$ cat src/verilog/vram_video_pkg.sv
// widths, ram lane layout, mode enums and bus structs
// shared by the frame buffer video path
package vram_video_pkg;

   ////////////////////////////////////////////////////////////
   // widths
   ////////////////////////////////////////////////////////////

   // raster counters
   localparam int hcount_w = 11;
   localparam int vcount_w = 10;
   // one ram word is four 9-bit lanes
   localparam int word_w = 36;
   // lane 3 (top bits) holds the pixel at hcount%4 == 0, lane 0 the one at 3
   localparam int lane_w = 9;
   // grey pixel is the upper 8 bits of its lane
   localparam int pixel_w = 8;
   // word index within a line, four pixels per word
   localparam int hword_w = hcount_w - 2;
   // address is {vcount, hcount / 4}
   localparam int ram_addr_w = 19;
   // display side reads this many pixels ahead
   localparam int fetch_lead = 8;
   // cycles from read request to read data
   localparam int ram_latency = 2;

   ////////////////////////////////////////////////////////////
   // modes and buses
   ////////////////////////////////////////////////////////////

   typedef enum logic {src_vram, src_bars} pixel_source_e;
   typedef enum logic {period_8, period_16} pattern_period_e;

   // raster position, syncs active low
   typedef struct packed {
      logic [hcount_w-1:0] hcount;
      logic [vcount_w-1:0] vcount;
      logic                hsync;
      logic                vsync;
      logic                blank;
   } raster_t;

   // one request per cycle, no handshake
   typedef struct packed {
      logic                  valid;
      logic                  we;
      logic [ram_addr_w-1:0] addr;
      logic [word_w-1:0]     wdata;
   } ram_req_t;

   typedef struct packed {
      logic [pixel_w-1:0] pixel;
      logic               hsync;
      logic               vsync;
      logic               blank;
   } vga_out_t;

endpackage
$ cat src/verilog/vram_video_top.sv
// frame buffer video top level
// raster timing, display fetch, ram port and pixel output
`timescale 1ns/100ps

module vram_video_top #(
   parameter int h_active     = 1024,
   parameter int h_sync_start = 1048,
   parameter int h_sync_end   = 1184,
   parameter int h_total      = 1344,
   parameter int v_active     = 768,
   parameter int v_sync_start = 777,
   parameter int v_sync_end   = 783,
   parameter int v_total      = 806,
   parameter int bar_shift    = 6
) (
   input  logic                              clk,
   input  logic                              rst,
   input  vram_video_pkg::pixel_source_e     mode_source,
   input  vram_video_pkg::pattern_period_e   mode_period,
   output vram_video_pkg::ram_req_t          ram_req,
   input  logic [vram_video_pkg::word_w-1:0] ram_rdata,
   output vram_video_pkg::vga_out_t          vga
);

   vram_video_pkg::raster_t            raster;
   vram_video_pkg::ram_req_t           rd_req;
   logic [vram_video_pkg::pixel_w-1:0] vram_pixel;

   ////////////////////////////////////////////////////////////
   // raster and display fetch
   ////////////////////////////////////////////////////////////

   video_timing #(
      .h_active     (h_active),
      .h_sync_start (h_sync_start),
      .h_sync_end   (h_sync_end),
      .h_total      (h_total),
      .v_active     (v_active),
      .v_sync_start (v_sync_start),
      .v_sync_end   (v_sync_end),
      .v_total      (v_total)
   ) u_timing (
      .clk    (clk),
      .rst    (rst),
      .raster (raster)
   );

   // forecast needs the line and frame length for its wrap
   vram_fetch #(
      .h_total (h_total),
      .v_total (v_total)
   ) u_fetch (
      .clk        (clk),
      .rst        (rst),
      .raster     (raster),
      .ram_rdata  (ram_rdata),
      .rd_req     (rd_req),
      .vram_pixel (vram_pixel)
   );

   ////////////////////////////////////////////////////////////
   // ram port and output
   ////////////////////////////////////////////////////////////

   vram_port u_port (
      .clk         (clk),
      .rst         (rst),
      .raster      (raster),
      .mode_period (mode_period),
      .rd_req      (rd_req),
      .ram_req     (ram_req)
   );

   pixel_output #(
      .bar_shift (bar_shift)
   ) u_out (
      .clk         (clk),
      .rst         (rst),
      .raster      (raster),
      .mode_source (mode_source),
      .vram_pixel  (vram_pixel),
      .vga         (vga)
   );

endmodule

$ cat src/verilog/pixel_output.sv
// pixel source select, grey bar generator and output register
`timescale 1ns/100ps

module pixel_output #(
   parameter int bar_shift = 6
) (
   input  logic                               clk,
   input  logic                               rst,
   input  vram_video_pkg::raster_t            raster,
   input  vram_video_pkg::pixel_source_e      mode_source,
   input  logic [vram_video_pkg::pixel_w-1:0] vram_pixel,
   output vram_video_pkg::vga_out_t           vga
);

   localparam int bar_bits = 3;

   logic [vram_video_pkg::pixel_w-1:0] bar_pixel;
   logic [vram_video_pkg::pixel_w-1:0] pixel_sel;

   // vertical bars straight from the pixel counter
   assign bar_pixel = {raster.hcount[bar_shift +: bar_bits],
                       {(vram_video_pkg::pixel_w - bar_bits){1'b0}}};

   assign pixel_sel = (mode_source == vram_video_pkg::src_bars) ? bar_pixel : vram_pixel;

   // pixel and syncs leave together, one cycle behind the raster
   always_ff @(posedge clk) begin
      if (rst) begin
         vga.pixel <= '0;
         vga.hsync <= 1'b1;
         vga.vsync <= 1'b1;
         vga.blank <= 1'b0;
      end else begin
         vga.pixel <= pixel_sel;
         vga.hsync <= raster.hsync;
         vga.vsync <= raster.vsync;
         vga.blank <= raster.blank;
      end
   end

endmodule

$ cat src/verilog/vram_port.sv
// ram port owner
// merges display reads with pattern writes in the free blanking slots
`timescale 1ns/100ps

module vram_port (
   input  logic                            clk,
   input  logic                            rst,
   input  vram_video_pkg::raster_t         raster,
   input  vram_video_pkg::pattern_period_e mode_period,
   input  vram_video_pkg::ram_req_t        rd_req,
   output vram_video_pkg::ram_req_t        ram_req
);

   localparam int lanes    = vram_video_pkg::word_w / vram_video_pkg::lane_w;
   localparam int nibble_w = 4;

   logic [vram_video_pkg::ram_addr_w-1:0] pattern_cnt;
   logic [nibble_w-1:0]                   nibble;
   logic [vram_video_pkg::lane_w-1:0]     lane_data;
   logic                                  write_slot;

   // a slot is free when the display is not reading
   assign write_slot = ~rd_req.valid & raster.blank;

   ////////////////////////////////////////////////////////////
   // pattern data
   ////////////////////////////////////////////////////////////

   // bar period picked by which counter bits feed the nibble
   always_comb begin
      if (mode_period == vram_video_pkg::period_16) begin
         nibble = pattern_cnt[7:4];
      end else begin
         nibble = pattern_cnt[6:3];
      end
   end

   // nibble on top of each lane, rest zero
   assign lane_data = {nibble, {(vram_video_pkg::lane_w - nibble_w){1'b0}}};

   // write address, advances once per issued write and wraps
   always_ff @(posedge clk) begin
      if (rst) begin
         pattern_cnt <= '0;
      end else if (write_slot) begin
         pattern_cnt <= pattern_cnt + 1'b1;
      end
   end

   ////////////////////////////////////////////////////////////
   // port merge
   ////////////////////////////////////////////////////////////

   always_comb begin
      ram_req = '0;
      if (rd_req.valid) begin
         // reads always win
         ram_req = rd_req;
      end else if (raster.blank) begin
         ram_req.valid = 1'b1;
         ram_req.we    = 1'b1;
         ram_req.addr  = pattern_cnt;
         ram_req.wdata = {lanes{lane_data}};
      end
   end

endmodule

$ cat src/verilog/vram_fetch.sv
// display fetch from the frame buffer
// forecast read address, two-stage word latch, lane select
`timescale 1ns/100ps

module vram_fetch #(
   parameter int h_total = 1344,
   parameter int v_total = 806
) (
   input  logic                                   clk,
   input  logic                                   rst,
   input  vram_video_pkg::raster_t                raster,
   input  logic [vram_video_pkg::word_w-1:0]      ram_rdata,
   output vram_video_pkg::ram_req_t               rd_req,
   output logic [vram_video_pkg::pixel_w-1:0]     vram_pixel
);

   typedef logic [vram_video_pkg::hcount_w-1:0] hcnt_t;
   typedef logic [vram_video_pkg::vcount_w-1:0] vcnt_t;

   localparam hcnt_t lead       = hcnt_t'(vram_video_pkg::fetch_lead);
   // first hcount whose forecast falls on the next line
   localparam hcnt_t wrap_point = hcnt_t'(h_total - vram_video_pkg::fetch_lead);
   localparam vcnt_t v_last     = vcnt_t'(v_total - 1);
   // one read per word, in the last pixel slot of the word
   localparam logic [1:0] read_slot  = 2'd3;
   // read data comes back ram_latency cycles later
   localparam logic [1:0] latch_slot = read_slot + 2'(vram_video_pkg::ram_latency);
   localparam int lane_w  = vram_video_pkg::lane_w;
   localparam int pixel_w = vram_video_pkg::pixel_w;

   logic [1:0]                        hc4;
   logic                              h_wrap;
   hcnt_t                             hcount_f;
   vcnt_t                             vcount_f;
   logic [vram_video_pkg::word_w-1:0] word_latched;
   logic [vram_video_pkg::word_w-1:0] word_shown;
   logic [1:0]                        lane_sel;

   assign hc4 = raster.hcount[1:0];

   ////////////////////////////////////////////////////////////
   // forecast position, fetch_lead pixels ahead
   ////////////////////////////////////////////////////////////

   assign h_wrap   = (raster.hcount >= wrap_point);
   assign hcount_f = h_wrap ? raster.hcount - wrap_point : raster.hcount + lead;

   always_comb begin
      vcount_f = raster.vcount;
      // forecast runs into the next line, or line 0 after the last
      if (h_wrap) begin
         vcount_f = (raster.vcount == v_last) ? '0 : raster.vcount + 1'b1;
      end
   end

   // read request, address is {line, word within line}
   always_comb begin
      rd_req       = '0;
      rd_req.valid = (hc4 == read_slot);
      rd_req.we    = 1'b0;
      rd_req.addr  = {vcount_f, hcount_f[vram_video_pkg::hcount_w-1 -: vram_video_pkg::hword_w]};
   end

   ////////////////////////////////////////////////////////////
   // two-stage latch
   ////////////////////////////////////////////////////////////

   // stage 1 catches the word as it leaves the ram,
   // stage 2 holds it for the whole four-pixel window
   always_ff @(posedge clk) begin
      if (rst) begin
         word_latched <= '0;
         word_shown   <= '0;
      end else begin
         if (hc4 == latch_slot) begin
            word_latched <= ram_rdata;
         end
         if (hc4 == read_slot) begin
            word_shown <= word_latched;
         end
      end
   end

   // hcount%4 == 0 picks lane 3, the top one
   assign lane_sel   = ~hc4;
   assign vram_pixel = word_shown[lane_sel * lane_w + (lane_w - pixel_w) +: pixel_w];

endmodule

$ cat src/verilog/video_timing.sv
// raster generator
// horizontal and vertical counters, active-low syncs and blank
`timescale 1ns/100ps

module video_timing #(
   parameter int h_active     = 1024,
   parameter int h_sync_start = 1048,
   parameter int h_sync_end   = 1184,
   parameter int h_total      = 1344,
   parameter int v_active     = 768,
   parameter int v_sync_start = 777,
   parameter int v_sync_end   = 783,
   parameter int v_total      = 806
) (
   input  logic                    clk,
   input  logic                    rst,
   output vram_video_pkg::raster_t raster
);

   typedef logic [vram_video_pkg::hcount_w-1:0] hcnt_t;
   typedef logic [vram_video_pkg::vcount_w-1:0] vcnt_t;

   // timing points at counter width
   localparam hcnt_t h_last     = hcnt_t'(h_total - 1);
   localparam hcnt_t h_act      = hcnt_t'(h_active);
   localparam hcnt_t h_sync_on  = hcnt_t'(h_sync_start);
   localparam hcnt_t h_sync_off = hcnt_t'(h_sync_end);
   localparam vcnt_t v_last     = vcnt_t'(v_total - 1);
   localparam vcnt_t v_act      = vcnt_t'(v_active);
   localparam vcnt_t v_sync_on  = vcnt_t'(v_sync_start);
   localparam vcnt_t v_sync_off = vcnt_t'(v_sync_end);

   logic  h_wrap;
   hcnt_t hcount_next;
   vcnt_t vcount_next;
   logic  hblank_next;
   logic  vblank_next;
   logic  hsync_next;
   logic  vsync_next;

   ////////////////////////////////////////////////////////////
   // next position
   ////////////////////////////////////////////////////////////

   // end of line
   assign h_wrap      = (raster.hcount == h_last);
   assign hcount_next = h_wrap ? '0 : raster.hcount + 1'b1;

   always_comb begin
      vcount_next = raster.vcount;
      // new line, wrap to line 0 after the last one
      if (h_wrap) begin
         vcount_next = (raster.vcount == v_last) ? '0 : raster.vcount + 1'b1;
      end
   end

   // syncs and blank decoded from the next position,
   // so they land on the same edge as the counters
   assign hblank_next = (hcount_next >= h_act);
   assign vblank_next = (vcount_next >= v_act);
   assign hsync_next  = ~((hcount_next >= h_sync_on) && (hcount_next < h_sync_off));
   assign vsync_next  = ~((vcount_next >= v_sync_on) && (vcount_next < v_sync_off));

   ////////////////////////////////////////////////////////////
   // raster registers
   ////////////////////////////////////////////////////////////

   always_ff @(posedge clk) begin
      if (rst) begin
         raster.hcount <= '0;
         raster.vcount <= '0;
         raster.hsync  <= 1'b1;
         raster.vsync  <= 1'b1;
         raster.blank  <= 1'b0;
      end else begin
         raster.hcount <= hcount_next;
         raster.vcount <= vcount_next;
         raster.hsync  <= hsync_next;
         raster.vsync  <= vsync_next;
         raster.blank  <= hblank_next | vblank_next;
      end
   end

endmodule

$ cat config.mk
export PLATFORM = sky130hd
export DESIGN_NAME = vram_video_top
export DESIGN_NICKNAME = d
export VERILOG_FILES = /design/src/verilog/vram_video_pkg.sv /design/src/verilog/vram_video_top.sv /design/src/verilog/pixel_output.sv /design/src/verilog/vram_port.sv /design/src/verilog/vram_fetch.sv /design/src/verilog/video_timing.sv
export SDC_FILE = /design/constraint.sdc
export NUM_CORES = 1
export LEC_CHECK = 0
export ABC_AREA = 0
export BUFFER_PORTS_ARGS = -buffer_cell sky130_fd_sc_hd__buf_4
export CORE_ASPECT_RATIO = 0.7
export CORE_UTILIZATION = 45
export DETAILED_ROUTE_END_ITERATION = 6
export PLACE_DENSITY_LB_ADDON = 0.15
export SYNTH_ARGS = -nofsm -noshare
export SYNTH_HDL_FRONTEND = slang
export SYNTH_SLANG_ARGS = --single-unit
$ cat constraint.sdc
create_clock -name clk -period 2.75 [get_ports clk]
set_input_delay 0.55 -clock clk [delete_from_list [all_inputs] [get_ports clk]]
set_output_delay 0.55 -clock clk [all_outputs]
set_load 0.03 [all_outputs]
==> out/summary.txt <==
CP Cell Sequence = ha_4 > a2111o_1 > a21oi_4 > buf_4 > nor2_4 > nand2_2 > mux2_4 > a22o_1 > buf_6
I/O pin total = 108
Vias in the first global route = 4,700
Die Wd = 139 microns
Status = finished with violations
Hold Path Class = input pin to register
Cells on Worst Hold Path = 3
CP Class = register to primary output
Compound-Gate Fraction of Synth Area = 9.29%
Die height = 97.7 microns
Per-cell routed wire length = 15.8 microns
Layout Nets = 787
RSZ-0062 raised after global routing = true
Post-route cell area = 7450 sq um
Crit path buffers/inverters = 2
Leading register cell type out of synthesis = dfxtp_1
Adder-cell share of the synthesized area = 1.49%
Tcrit/Tclk final = 108%
CTS tree = done
Register area = 2370 sq um
Final Util = 59.2%
Area Overhead vs Synth = 26.6%
Placed cell areas = 6630 sq um
CTS root buf = clkbuf_16
Post-route ant nets = 0
Maxcap violations = 0
Min cycle time layout = 2960 ps
P per Cell Area = 582 nW/um^2
Simple-gate share of the synthesized area = 20.1%
Starting Density = 46.8%
First-pass GRT wire length = 24.2 mm
CP Data Required Time = 2200 ps
# fillers = 1,090
Core area = 12,600 sq um
Worst Setup End Kind = primary output
Cell family with most CP delay = compound AO/OA/AOI/OAI gates
R2R cell count = 10
CP startpoint kind = register
Arrival time at the worst endpoint = 2410 ps
Synth Area in XOR/XNOR = 4.46%
Maximum vdd drop = 0.409 mV
Worst Skew = 8.11 ps
Synthesized area per cell = 8.92 sq um
Post-synth EDFFs = 0
Static leakage = 2.99 nW
First DRT Iteration DRCs = 346
Router iterations before antenna repair = 7
Final slew viol count = 0
Vias = 4,910
Sequential area share after synthesis = 40.1%
GR Overflow Total = 0
TNS Setup = -1800 ps
Clk sink count = 118
CP max stage delay = 430 ps
Synthesized instance count = 660
Worst-margin pin slew = 640 ps
Hold_ws = 364 ps
Initial antenna violation count = 0
Design Power = 0.00434 W
Yosys cell types = 61
Largest net degree at the start of global routing = 58
DRC = 12
Multi-input gate area = 3250 sq um
F_max = 338 MHz
Vias/cell = 5.37
Worst-path clk slew = 60 ps
Mux cell area share after synthesis = 16.2%
Crit-path max FO = 4
Final WS setup = -207 ps
WP depth = 9
Clk_lat worst skew = 420 ps
Global Route Usage Sum = 22.7%
ANT cells = 0
Final HPWL DP = 9.86 mm
Clock Path Buffers = 2
Slew margin rel. = 57.1%
Port bufs = 83
Row Count = 34
Post-Syn Area = 5890 sq um
Cts hold-fix bufs = 0
Main combinational cell family by area after synthesis = simple AND/OR/NAND/NOR gates
# H-tree levels = 4
Warnings from Yosys = 0
Final wirelength = 14.4 mm
Final Hold Vio Count = 0
Synth async-reset ratio = 0%
Inserted Clock Buffers = 17
Gpl congestion = 0.908
Layout cells sized above 1 = 27.6%
Yosys reg bits = 118
Worst path slowest cell = a2111o_1
Final setup viols = 14
Die area = 13,600 sq um
Failing checks = design-rule violations, negative setup slack
-- cell usage after synthesis, drive strengths merged, types with 10 or more instances --
cell | number | area [sq um]
dfxtp | 118 | 2360
nor2 | 111 | 417
mux2i | 74 | 741
buf | 50 | 334
nand2 | 44 | 165
clkbuf | 32 | 120
o21ai | 23 | 115
a21oi | 19 | 95.1
nor3 | 18 | 90.1
xnor2 | 15 | 131
xor2 | 15 | 131
a22o | 14 | 123
nand3 | 14 | 70.1
and3 | 10 | 62.6
-- placed cells by master (no fill, tap or decap), types with 14 or more instances in the layout --
| cell | instances |
|---|---|
| nand2_1 | 41 |
| buf_4 | 106 |
| clkbuf_16 | 17 |
| nor3_1 | 16 |
| mux2i_1 | 73 |
| buf_6 | 17 |
| conb_1 | 20 |
| nor2_1 | 109 |
| xor2_1 | 15 |
| dfxtp_1 | 112 |
| a21oi_1 | 17 |
| xnor2_1 | 14 |
-- worst min-delay path, stage by stage --
cell and delay, ps:
buf_4 80, mux2i_1 50, nor2_1 70
-- where the power goes --
part | total, W | switching (W) | internal, W
Sequential | 0.00178 | 0.0000249 | 0.00175
Clock | 0.00225 | 0.000887 | 0.00136
Combinational | 0.000310 | 0.000177 | 0.000133
-- flip-flops by register name (all words and copies together), names as in the netlist --
name / count
u_fetch.word_latched: 32
u_fetch.word_shown: 32
u_timing.raster: 24
u_port.pattern_cnt: 19
u_out.vga: 11
-- repair_timing --
item / in CTS / in global routing
resized for setup: 47 / 10
endpoints found under the setup margin: 14 / 16
pin swaps: 17 / 12
buffers inserted: 1 / 3
-- final timing paths --
kind	slack [ps]	end	start
worst min-delay path	360	u_fetch.word_latched[5]	ram_rdata[5]
worst max-delay path	-210	ram_req[48]	u_timing.raster[16]
worst min register to register	420	u_out.vga[1]	u_timing.raster[1]
worst max register to register	290	u_port.pattern_cnt[17]	u_timing.raster[13]
-- through the flow --
step | std cells | setup WS [ps]
final | 915 | -207
after floorplan | 679 | 0.560
after global routing | 915 | -309
after global placement | 879 | 21.3
after CTS | 912 | -206
after detailed placement | 879 | 11.7
-- area by class of cell --
cell class                      count  share of cell area (%)
Multi-Input combinational cell    471                    43.6
Tap cell                          162                    2.72
Inverter                            8                   0.403
Clock inverter                     14                    2.23
Sequential cell                   118                    31.8
Clock buffer                       18                    5.76
Timing Repair Buffer              124                    13.5
-- logic make-up (layout without fill, tap and decap cells) --
logic type               count (synthesis)  after routing
AO/OA/AOI/OAI                           81             81
AND/OR/NAND/NOR                        248            248
XOR/XNOR                                30             30
adder cells (fa/ha/maj)                  7              7
other                                    1             20
flip-flops                             118            118
buffers and inverters                   90            164
multiplexers                            85             85
-- routing by layer --
metal | up-vias | global-route usage, % | wire (microns)
met5 | - | 0 | 0
met4 | 0 | 6.24 | 114
met3 | 13 | 6.36 | 793
met2 | 142 | 33.8 | 6210
met1 | 2353 | 32.0 | 7310
li1 | 2402 | - | -
(Power assumes the default switching activity.)
